`src/logic/acq_stream_pkg.sv`:
```
//////////////////////////////////////////////////
// acquisition stream types
// sample word and the beat that travels on every
// valid/ready hop of the data path
//////////////////////////////////////////////////

package acq_stream_pkg;

  //////////////////////////////////////////////////
  // sample
  //////////////////////////////////////////////////

  // sample width in bits
  localparam int unsigned SW = 16;

  // one signed converter sample, two's complement
  typedef logic signed [SW-1:0] acq_sample_t;

  //////////////////////////////////////////////////
  // stream beat
  //////////////////////////////////////////////////

  // payload of one stream transfer
  // lst marks the final beat of an acquisition
  typedef struct packed {
    acq_sample_t smp;  // sample value
    logic        lst;  // last beat of the frame
  } acq_beat_t;

  // beat width, handy for wide buses and checks
  localparam int unsigned BW = $bits(acq_beat_t);

  // idle beat, zero sample and no last flag
  localparam acq_beat_t ACQ_BEAT_IDLE = '{smp: '0, lst: 1'b0};

  // smallest and largest sample values
  localparam acq_sample_t ACQ_SMP_MIN = {1'b1, {(SW-1){1'b0}}};
  localparam acq_sample_t ACQ_SMP_MAX = {1'b0, {(SW-1){1'b1}}};

endpackage : acq_stream_pkg
```
`src/logic/acq_cfg_pkg.sv`:
```
//////////////////////////////////////////////////
// acquisition configuration and status types
// mode flags, trigger setup and the status word
// seen by software
//////////////////////////////////////////////////

package acq_cfg_pkg;

  //////////////////////////////////////////////////
  // mode
  //////////////////////////////////////////////////

  // acquisition mode flags
  typedef struct packed {
    logic con;  // continuous, post count does not stop
    logic aut;  // automatic, triggered right at start
  } acq_mode_t;

  //////////////////////////////////////////////////
  // trigger
  //////////////////////////////////////////////////

  // crossing direction of the level detector
  typedef enum logic {
    rise = 1'b0,  // below level, then at or above
    fall = 1'b1   // at or above level, then below
  } acq_edge_t;

  // level detector setup
  // level has the same format as the samples
  typedef struct packed {
    acq_stream_pkg::acq_sample_t lvl;  // crossing level
    acq_edge_t                   edg;  // crossing direction
  } acq_trg_cfg_t;

  //////////////////////////////////////////////////
  // status
  //////////////////////////////////////////////////

  // counts have a variable width and travel beside this
  typedef struct packed {
    logic acq;  // acquisition running
    logic trg;  // trigger seen
  } acq_sts_t;

endpackage : acq_cfg_pkg

```
`src/logic/acq_top.sv`:
```
//////////////////////////////////////////////////
// acquisition block top level
// alignment slice and level detector side by side,
// followed by the acquisition controller
//////////////////////////////////////////////////

`timescale 1ns/1ps

module acq_top
  import acq_stream_pkg::*;
  import acq_cfg_pkg::*;
#(
  int unsigned CW = 16,  // counter width
  int unsigned TW = 32   // timestamp width
)(
  // clock and reset
  input  logic          sti,
  input  logic          ctl_rst,
  // input stream
  input  logic          in_valid,
  input  acq_beat_t     in_beat,
  output logic          in_ready,
  // output stream
  output logic          out_valid,
  output acq_beat_t     out_beat,
  input  logic          out_ready,
  // control strobes
  input  logic          ctl_str,
  input  logic          ctl_stp,
  input  logic          ctl_trg,
  // configuration
  input  acq_mode_t     cfg_mode,
  input  acq_trg_cfg_t  cfg_trg,
  input  logic [CW-1:0] cfg_pre,
  input  logic [CW-1:0] cfg_pst,
  // free running time
  input  logic [TW-1:0] cts,
  // status
  output acq_sts_t      sts,
  output logic [CW-1:0] sts_pre,
  output logic [CW-1:0] sts_pst,
  output logic [TW-1:0] sts_tsp,
  output logic          evn_end
);

  //////////////////////////////////////////////////
  // internal stream
  //////////////////////////////////////////////////

  logic      aln_valid;
  acq_beat_t aln_beat;
  logic      aln_ready;
  // hit for the beat in the slice
  logic      trg_hit;

  //////////////////////////////////////////////////
  // blocks
  //////////////////////////////////////////////////

  // delay by one beat to match the detector
  acq_align u_align (
    .sti       (sti),
    .ctl_rst   (ctl_rst),
    .in_valid  (in_valid),
    .in_beat   (in_beat),
    .in_ready  (in_ready),
    .aln_valid (aln_valid),
    .aln_beat  (aln_beat),
    .aln_ready (aln_ready)
  );

  // watches the same accepted beats
  acq_trg u_trg (
    .sti      (sti),
    .ctl_rst  (ctl_rst),
    .in_valid (in_valid),
    .in_ready (in_ready),
    .in_beat  (in_beat),
    .cfg_trg  (cfg_trg),
    .trg_hit  (trg_hit)
  );

  acq_ctl #(
    .CW (CW),
    .TW (TW)
  ) u_ctl (
    .sti       (sti),
    .ctl_rst   (ctl_rst),
    .aln_valid (aln_valid),
    .aln_beat  (aln_beat),
    .aln_ready (aln_ready),
    .trg_hit   (trg_hit),
    .out_valid (out_valid),
    .out_beat  (out_beat),
    .out_ready (out_ready),
    .ctl_str   (ctl_str),
    .ctl_stp   (ctl_stp),
    .ctl_trg   (ctl_trg),
    .cfg_mode  (cfg_mode),
    .cfg_pre   (cfg_pre),
    .cfg_pst   (cfg_pst),
    .cts       (cts),
    .sts       (sts),
    .sts_pre   (sts_pre),
    .sts_pst   (sts_pst),
    .sts_tsp   (sts_tsp),
    .evn_end   (evn_end)
  );

endmodule : acq_top

```
`src/logic/acq_ctl.sv`:
```
//////////////////////////////////////////////////
// acquisition controller
// start, stop and trigger handling, pre and post
// counters, trigger timestamp and gated output
//////////////////////////////////////////////////

`timescale 1ns/1ps

module acq_ctl
  import acq_stream_pkg::*;
  import acq_cfg_pkg::*;
#(
  int unsigned CW = 16,  // counter width
  int unsigned TW = 32   // timestamp width
)(
  // clock and reset
  input  logic          sti,
  input  logic          ctl_rst,
  // aligned stream and its trigger hit
  input  logic          aln_valid,
  input  acq_beat_t     aln_beat,
  output logic          aln_ready,
  input  logic          trg_hit,
  // output stream
  output logic          out_valid,
  output acq_beat_t     out_beat,
  input  logic          out_ready,
  // control strobes
  input  logic          ctl_str,
  input  logic          ctl_stp,
  input  logic          ctl_trg,
  // configuration
  input  acq_mode_t     cfg_mode,
  input  logic [CW-1:0] cfg_pre,
  input  logic [CW-1:0] cfg_pst,
  // current time
  input  logic [TW-1:0] cts,
  // status
  output acq_sts_t      sts,
  output logic [CW-1:0] sts_pre,
  output logic [CW-1:0] sts_pst,
  output logic [TW-1:0] sts_tsp,
  output logic          evn_end
);

  //////////////////////////////////////////////////
  // local signals
  //////////////////////////////////////////////////

  logic          aln_trn;  // aligned beat leaves the slice
  logic          ena_pre;  // pre count satisfied
  logic          trg;      // trigger taken this cycle
  logic [CW-1:0] nxt_pre;
  logic [CW-1:0] nxt_pst;
  logic          end_pst;  // post count reached
  logic          end_lst;  // input frame ended
  logic          sts_end;  // acquisition ends this cycle

  // output register frees up when drained or empty
  assign aln_ready = out_ready | ~out_valid;
  assign aln_trn   = aln_valid & aln_ready;

  assign nxt_pre = sts_pre + CW'(1);
  assign nxt_pst = sts_pst + CW'(1);

  //////////////////////////////////////////////////
  // trigger and end conditions
  //////////////////////////////////////////////////

  // detector hit only counts with its own beat
  // strobe is taken whenever it arrives
  assign trg = sts.acq & ena_pre & ~sts.trg & (ctl_trg | (trg_hit & aln_trn));

  // the beat that fills the post count is the last one
  assign end_pst = aln_trn & (sts.trg | trg) & ~cfg_mode.con & (nxt_pst == cfg_pst);
  assign end_lst = aln_trn & aln_beat.lst;

  // first of stop, post count end, or last input beat
  assign sts_end = sts.acq & (ctl_stp | end_pst | end_lst);

  //////////////////////////////////////////////////
  // status and counters
  //////////////////////////////////////////////////

  always_ff @(posedge sti) begin
    if (ctl_rst) begin
      sts     <= '0;
      ena_pre <= 1'b0;
      sts_pre <= '0;
      sts_pst <= '0;
      sts_tsp <= '0;
    end else if (~sts.acq) begin
      // idle, wait for start
      if (ctl_str) begin
        sts.acq <= 1'b1;
        sts.trg <= cfg_mode.aut;
        ena_pre <= (cfg_pre == '0);
        sts_pre <= '0;
        sts_pst <= '0;
        // automatic mode triggers now
        sts_tsp <= cfg_mode.aut ? cts : '0;
      end
    end else begin
      if (trg) begin
        sts.trg <= 1'b1;
        sts_tsp <= cts;
      end
      // only forwarded beats are counted
      if (aln_trn) begin
        if (sts.trg | trg) begin
          sts_pst <= nxt_pst;
        end else begin
          sts_pre <= nxt_pre;
          if (nxt_pre == cfg_pre) begin
            ena_pre <= 1'b1;
          end
        end
      end
      // trg stays set after the end for software
      if (sts_end) begin
        sts.acq <= 1'b0;
      end
    end
  end

  // end event, one cycle after the condition
  always_ff @(posedge sti) begin
    if (ctl_rst) begin
      evn_end <= 1'b0;
    end else begin
      evn_end <= sts_end;
    end
  end

  //////////////////////////////////////////////////
  // output stream
  //////////////////////////////////////////////////

  // beats are dropped while idle
  always_ff @(posedge sti) begin
    if (ctl_rst) begin
      out_valid <= 1'b0;
    end else if (aln_ready) begin
      out_valid <= sts.acq & aln_valid;
    end
  end

  // last is forced on the closing beat
  always_ff @(posedge sti) begin
    if (sts.acq & aln_trn) begin
      out_beat.smp <= aln_beat.smp;
      out_beat.lst <= aln_beat.lst | sts_end;
    end
  end

endmodule : acq_ctl

```
`src/logic/acq_trg.sv`:
```
//////////////////////////////////////////////////
// acquisition level trigger
// flags a crossing of the configured level between
// two consecutive accepted samples
//////////////////////////////////////////////////

`timescale 1ns/1ps

module acq_trg
  import acq_stream_pkg::*;
  import acq_cfg_pkg::*;
(
  // clock and reset
  input  logic         sti,
  input  logic         ctl_rst,
  // input stream, observed only
  input  logic         in_valid,
  input  logic         in_ready,
  input  acq_beat_t    in_beat,
  // level and direction
  input  acq_trg_cfg_t cfg_trg,
  // hit for the beat held in the alignment slice
  output logic         trg_hit
);

  //////////////////////////////////////////////////
  // local signals
  //////////////////////////////////////////////////

  logic        in_trn;    // accepted input beat
  logic        prv_vld;   // previous sample present
  acq_sample_t prv_smp;   // previous accepted sample
  acq_sample_t cur_smp;   // sample being accepted
  acq_sample_t lvl;       // trigger level
  logic        crs_rise;
  logic        crs_fall;
  logic        crs;

  assign in_trn  = in_valid & in_ready;
  assign cur_smp = in_beat.smp;
  assign lvl     = cfg_trg.lvl;

  //////////////////////////////////////////////////
  // crossing compare
  //////////////////////////////////////////////////

  // signed compares, both operands are sample typed
  assign crs_rise = (prv_smp <  lvl) & (cur_smp >= lvl);
  assign crs_fall = (prv_smp >= lvl) & (cur_smp <  lvl);

  // no history yet means no crossing
  assign crs = prv_vld & ((cfg_trg.edg == rise) ? crs_rise : crs_fall);

  //////////////////////////////////////////////////
  // registers
  //////////////////////////////////////////////////

  // hit moves in step with the alignment slice
  // so it always belongs to the held beat
  always_ff @(posedge sti) begin
    if (ctl_rst) begin
      prv_vld <= 1'b0;
      trg_hit <= 1'b0;
    end else if (in_trn) begin
      prv_vld <= 1'b1;
      trg_hit <= crs;
    end
  end

  // sample history
  always_ff @(posedge sti) begin
    if (in_trn) begin
      prv_smp <= cur_smp;
    end
  end

endmodule : acq_trg

```
`src/logic/acq_align.sv`:
```
//////////////////////////////////////////////////
// acquisition alignment slice
// holds one input beat for a cycle so the beat
// lines up with its registered trigger decision
//////////////////////////////////////////////////

`timescale 1ns/1ps

module acq_align
  import acq_stream_pkg::*;
(
  // clock and reset
  input  logic      sti,
  input  logic      ctl_rst,
  // input stream
  input  logic      in_valid,
  input  acq_beat_t in_beat,
  output logic      in_ready,
  // aligned stream towards the controller
  output logic      aln_valid,
  output acq_beat_t aln_beat,
  input  logic      aln_ready
);

  //////////////////////////////////////////////////
  // handshake
  //////////////////////////////////////////////////

  // slice takes a beat when empty or when the
  // held beat leaves in the same cycle
  assign in_ready = aln_ready | ~aln_valid;

  // full flag
  // a stalled downstream keeps the held beat
  always_ff @(posedge sti) begin
    if (ctl_rst) begin
      aln_valid <= 1'b0;
    end else if (in_ready) begin
      aln_valid <= in_valid;
    end
  end

  //////////////////////////////////////////////////
  // payload
  //////////////////////////////////////////////////

  // beat register, loads on every accepted beat
  always_ff @(posedge sti) begin
    if (in_valid & in_ready) begin
      aln_beat <= in_beat;
    end
  end

endmodule : acq_align

```
`config.mk`:
```
export PLATFORM = sky130hd
export DESIGN_NAME = acq_top
export DESIGN_NICKNAME = d
export VERILOG_FILES = /design/src/logic/acq_stream_pkg.sv /design/src/logic/acq_cfg_pkg.sv /design/src/logic/acq_top.sv /design/src/logic/acq_ctl.sv /design/src/logic/acq_trg.sv /design/src/logic/acq_align.sv
export SDC_FILE = /design/constraint.sdc
export NUM_CORES = 1
export LEC_CHECK = 0
export ABC_CLOCK_PERIOD_IN_PS = 6500
export BUFFER_PORTS_ARGS = -buffer_cell sky130_fd_sc_hd__buf_2
export CAP_MARGIN = 25
export CORE_MARGIN = 4
export CORE_UTILIZATION = 52
export DETAILED_ROUTE_END_ITERATION = 8
export PLACE_DENSITY = 0.82
export SYNTH_ARGS = -nofsm -noshare
export SYNTH_HDL_FRONTEND = slang
export SYNTH_SLANG_ARGS = --single-unit
```
`constraint.sdc`:
```
create_clock -name sti -period 6.5 [get_ports sti]
set_input_delay 0.65 -clock sti [delete_from_list [all_inputs] [get_ports sti]]
set_output_delay 0.65 -clock sti [all_outputs]
set_load 0.05 [all_outputs]
```
# Yosys cells after proc, flatten, opt, wreduce, memory -nomap -nowiden
# Index checks and enable logic that the tools add are counted.
[classes] bitwise_logic=27 eq_ne=7 mux=21 addsub=2 reduce_logical=6 order_cmp=4
[op_table] cell="$mux 32" n=4
[op_table] cell="$mux 16" n=7
[op_table] cell="$add 16x1->16 const B" n=2
[op_table] cell="$eq 16x16->1" n=2
[op_table] cell="$ge 16x16->1" n=2
[op_table] cell="$lt 16x16->1" n=2
[op_table] cell="$and 1x1->1" n=16
[op_table] cell="$logic_not 16->1" n=1
[op_table] cell="$ne 2x2->1 const B" n=5
[op_table] cell="$mux 1" n=8
[op_table] cell="$or 1x1->1" n=7
[op_table] cell="$reduce_and 3->1" n=2
[op_table] cell="$mux 2" n=2
[op_table] cell="$not 1->1" n=4
[op_table] cell="$reduce_and 4->1" n=1
[op_table] cell="$reduce_and 2->1" n=1
[op_table] cell="$reduce_bool 2->1" n=1
[word_totals] regBits=106 wordCells=82 in_bits=107 output_inout_bits=86

# Logic depth before layout (Yosys ltp)
[depth] depth_word=15 depth_mapped=9 mapped_depth_nobuf=9

# Modules after synthesis
# A second synthesis with hierarchy kept.
[hier_totals] cells_unflattened=702 hier_area_um2=6408.6
[by_module_without_submodules] mod="acq_ctl" area_per_inst_um2=4453.0 seq_area_each_um2=1891.8 n_inst=1 cells_per_inst=548
[by_module_without_submodules] mod="acq_trg" area_per_inst_um2=1390.1 seq_area_each_um2=520.5 n_inst=1 cells_per_inst=132
[by_module_without_submodules] mod="acq_align" area_per_inst_um2=565.5 seq_area_each_um2=530.5 n_inst=1 cells_per_inst=22

# Least setup slack after synthesis
# No wires, ideal clock.
[synth_timing] kind="reg-to-reg" from="reg u_ctl.sts_pst[0]" to="reg, netlist name u_ctl.sts[1]" arrival_ns=2.531 required_ns=6.384 period_less_slack_ns=2.647 path_slack_ns=3.853 n_path_buf=0 path_stages_with_launch=9 setup_time_ns=0.116 path_cell_list="dfxtp_1 > ha_1 > and4_2 > and2_2 > nand3_1 > xnor2_1 > o2111ai_1 > or4_4 > a31o_1"
[synth_via] elab_chain_cells=8
[synth_rtl] item="from (decl)" line="acq_ctl.sv:41" source="output logic [CW-1:0] sts_pst,"
[synth_rtl] item="from (signal assigned)" line="acq_ctl.sv:111" source="sts_pst <= nxt_pst;"
[synth_rtl] item="$add 16x1->16" line="acq_ctl.sv:64" source="assign nxt_pst = sts_pst + CW'(1);"
[synth_rtl] item="$eq 16x16->1" line="acq_ctl.sv:75" source="assign end_pst = aln_trn & (sts.trg | trg) & ~cfg_mode.con & (nxt_pst == cfg_pst);"
[synth_rtl] item="$and 1x1->1" line="acq_ctl.sv:75"
[synth_rtl] item="$or 1x1->1 (2 in series)" line="acq_ctl.sv:79" source="assign sts_end = sts.acq & (ctl_stp | end_pst | end_lst);"
[synth_rtl] item="$and 1x1->1" line="acq_ctl.sv:79"
[synth_rtl] item="$mux 1" line="acq_ctl.sv:120" source="if (sts_end) begin"
[synth_rtl] item="$mux 2" line="acq_ctl.sv:92" source="end else if (~sts.acq) begin"
# Every way passes these cells.
# A chain may end at the register's enable or synchronous reset.

# Worst setup path in the final report
[layout_timing] from="in out_ready" to="reg u_ctl.sts_pre[13]"
[layout_via] elab_chain_cells=8 elab_cells_between_ends=9 classes_between="eq/ne: 2; bitwise: 6; reduce/logical: 1"
[layout_rtl] item="from (decl)" line="acq_top.sv:26" source="input logic out_ready,"
[layout_rtl] item="$or 1x1->1 (*)" line="acq_ctl.sv:60" source="assign aln_ready = out_ready | ~out_valid;"
[layout_rtl] item="$and 1x1->1 (*)" line="acq_ctl.sv:61" source="assign aln_trn = aln_valid & aln_ready;"
[layout_rtl] item="$and 1x1->1" line="acq_ctl.sv:72" source="assign trg = sts.acq & ena_pre & ~sts.trg & (ctl_trg | (trg_hit & aln_trn));"
[layout_rtl] item="$or 1x1->1" line="acq_ctl.sv:72"
[layout_rtl] item="$and 1x1->1" line="acq_ctl.sv:72"
[layout_rtl] item="$or 1x1->1" line="acq_ctl.sv:110" source="if (sts.trg | trg) begin"
[layout_rtl] item="$ne 2x2->1 (no line)"
[layout_rtl] item="$reduce_and 3->1 (no line) (*)"
[layout_rtl] item="to (signal assigned)" line="acq_ctl.sv:113" source="sts_pre <= nxt_pre;"
[layout_rtl] item="to (decl)" line="acq_ctl.sv:40" source="output logic [CW-1:0] sts_pre,"
# Every way passes the cells marked *; elsewhere a longest branch is shown, timed or not.

==> results by group <==
Status
  • Status: finished, final reports clean

Critical path
  • Critical-path top delay cell: nand3b_1
  • Worst Setup Path Type: in -> reg
  • Arrival time worst endpoint: ~3.5 ns
  • Crit end category: flop
  • Critical Path, Cell by Cell: buf_2, nand2b_1, nand3_1, inv_1, nand3b_1, nand2_1, o21ai_0, a22oi_1, nor2_1
  • CP Launch Type: input port
  • Critical path fanouts, max: 23
  • Critical Path Max Stage Delay: ~0.77 ns
  • Worst Path Required: about 6.7 ns

Layout
  • Area delta synth->final: 22.71%
  • Fill cells: 934
  • Final Cell Area: slightly above 7000 um2
  • Layout cells sized above 1: between 20% and 30%
  • Final nets: about 980
  • Non-filler instance count after layout: 986

Die
  • Core area: approximately 11,000 um2
  • Ports: ~190
  • Die Ht: between 100 and 150 um
  • Starting density of the core: a little over half
  • Die X: 114.0 um
  • DIE AREA: around 13,000 um2
  • Standard-cell rows: 38

Synthesis
  • Synth top area share: around a quarter
  • Synth Area in Compound Gates: roughly 16%
  • Yosys reg bits: roughly 110
  • Ys Warns: 0
  • Largest family of logic cells by synthesized area: simple AND/OR/NAND/NOR gates
  • Syn_area_per_cell: about 9 um2
  • Synth Area in XOR/XNOR: approximately 6%
  • Post-synth EDFFs: 34
  • Post-synth ARST share: 0%
  • Post-synth top area cell: dfxtp_1
  • Synth Area in Simple Gates: 23.72%
  • Mux contribution to synthesized area: less than 1%
  • Mapped Nets: 809
  • Mapped cell area: ~5800 um2
  • Post-Syn Instances: between 600 and 700
  • Adder-cell share of the synthesized area: 7.279%
  • Largest cells by area after synthesis: dfxtp_1 25%, edfxtp_1 17%, ha_1 7.3%, a21oi_1 7.0%, nand2_1 4.8%
  • Sequential-to-total area share from yosys stat: 42.13%
  • Synth unique cells: 69
  • Ys flop type: dfxtp_1

Timing
  • Final TNS setup: 0 ns
  • Max-slew violations: 0
  • Worst setup margin: 3.208 ns
  • Final setup viols: 0
  • RSZ-0062 raised after global routing: false
  • Hold Vio Cnt, Final: 0
  • Final Cycle Share: about half
  • Worst-margin pin slew: 0.8252 ns
  • Clock skew: between 0.01 and 0.015 ns
  • Fin crit period: ~3.3 ns
  • F_max: 0.3037 GHz
  • Max-slew headroom: between 40% and 50%

Worst hold path
  • Hold Crit Class: reg -> reg

GRT
  • Initial antenna violation count: 2
  • Number of global-route vias before repair: around 5,200
  • GRT overflow: 0
  • Largest net degree at the start of global routing: between 70 and 80
  • First-pass GRT wire length: ~25,000 um
  • Tot GR Track Use: between 20% and 30%

Power and ir drop
  • PwrDens: 212.9 nW/um2
  • VDD IR max: around 0.00013 V
  • Lkg Pwr: 3.153 nW
  • Power, Total: approximately 1.5 mW

Job
  • Total of max-cap violations: 0

Clocking
  • Cts hold-fix bufs: 0
  • TritonCTS clock tree: yes
  • CTS root buffer: clkbuf_16
  • H-Tree Depth: 3
  • Clock transition at path regs: about 0.07 ns
  • # Post-CTS Setup Buffers: 0
  • Clk_lat worst skew: about 0.34 ns
  • Clock Tree Buf Depth: 2
  • # resized after CTS: 0
  • Num CTS Buffers: 9
  • Clk sinks: between 100 and 150

Route
  • DR WL/cell: roughly 16 um
  • Iter 0 DRT Violations: 413
  • Detailed Route WL: about 15,000 um
  • Detailed-route DRC error count: 0
  • Vias: 5,499
  • Avg Vias per Cell: 5.577
  • Routed Antenna Nets: 0
  • First-pass detailed-route iteration total: 7

Place
  • DPL Wire Length: 11,460 um
  • IO Port Bufs: ~190
  • Dpl cells: roughly 970
  • Placer Congestion: between 0.8 and 0.9
  • Placed cell area: around 6900 um2
  • Worst slack at placement: around 2.9 ns
[critical path, delay by kind of cell]
| family | cells | cell delay (ns) |
|---|---|---|
| buf+inv | 2 | 0.73 |
| simple gates | 5 | 1.72 |
| compound gates | 2 | 0.38 |
[Yosys cell counts, types with 10 or more instances]
| cell type | number |
|---|---|
| nand3_1 | 45 |
| dfxtp_1 | 72 |
| xnor2_1 | 26 |
| nand4_1 | 16 |
| nor2_1 | 49 |
| clkbuf_1 | 22 |
| o21ai_0 | 30 |
| nor4_1 | 10 |
| nor3_1 | 12 |
| xor2_1 | 14 |
| nand2_1 | 75 |
| inv_1 | 28 |
| a21oi_1 | 82 |
| ha_1 | 34 |
| edfxtp_1 | 34 |
[registers in the layout, summed over array words and instances, names as in the netlist]
register / count
u_ctl.evn_end: 1
u_ctl.sts_pst: 16
u_trg.trg_hit: 1
u_ctl.out_valid: 1
u_trg.prv_vld: 1
u_trg.prv_smp: 16
u_ctl.sts: 2
u_ctl.sts_pre: 16
u_ctl.out_beat: 17
u_align.aln_beat: 1
u_align.aln_valid: 1
u_ctl.sts_tsp: 32
u_ctl.ena_pre: 1
[layer usage]
metal  GRT usage [%]  part of all wire (%)  wire length (um)  vias up
met2           39.07                    49              7542      184
met3           4.297                   6.9              1066       21
li1                -                     -                 -     2759
met5               0                 0.058                 9        -
met4           7.601                   1.8               278        2
met1           30.39                    42              6544     2533
[layout by cell type (no fill, tap or decap), types with 12 or more instances in the layout]
cell type and instances:
nor2_1 48, edfxtp_1 34, nand2_1 75, a21oi_1 82, nand3_1 45, xor2_1 14
xnor2_1 26, nand4_1 16, ha_1 34, buf_2 192, o21ai_0 30, dfxtp_1 72
inv_1 28, nor3_1 12
[cell type report]
type | instances | area, um2 | share of cell area [%]
sequential | 106 | 2462 | 34.33
clock inverter | 6 | 81.33 | 1.134
timing repair buffer | 194 | 975.9 | 13.61
multi-input combinational | 501 | 3141 | 43.79
antenna | 1 | 2.502 | 0.03489
inverter | 28 | 105.1 | 1.465
clock buffer | 10 | 229.0 | 3.193
tap | 140 | 175.2 | 2.442
[logic make-up (layout without fill, tap and decap cells)]
kind of cell,after synthesis,count (layout)
compound gates,160,160
mux,3,3
simple gates,264,264
buf+inv,61,238
fa+ha+maj,34,34
xor+xnor,40,40
flops,106,106
other cells,0,1
[where the power goes]
group | total, mW | switching [mW] | internal (mW) | leakage, nW
Sequential | 0.719 | 0.0132 | 0.706 | 0.905
Clock | 0.563 | 0.242 | 0.321 | 0.152
Combinational | 0.245 | 0.161 | 0.0841 | 2.10
[worst paths after layout]
path | from | to | slack (ns) | depth (start not counted)
min reg2reg | u_ctl.sts_tsp[3] | u_ctl.sts_tsp[3] | 0.45 | 2
max | out_ready | u_ctl.sts_pre[13] | 3.21 | 9
min | u_ctl.sts_tsp[3] | u_ctl.sts_tsp[3] | 0.45 | 2
max reg2reg | u_ctl.sts[1] | u_ctl.sts_pre[13] | 3.29 | 7
[through the flow]
| step | hold slack, ns | utilization (%) |
|---|---|---|
| global placement | 0.4315 | 62.72 |
| floorplan | 0.4264 | - |
| finish | 0.4500 | 65.58 |
| global route | 0.4650 | 65.58 |
| CTS | 0.4494 | 65.56 |
| detailed placement | 0.4403 | 62.72 |
(Power assumes the default switching activity.)
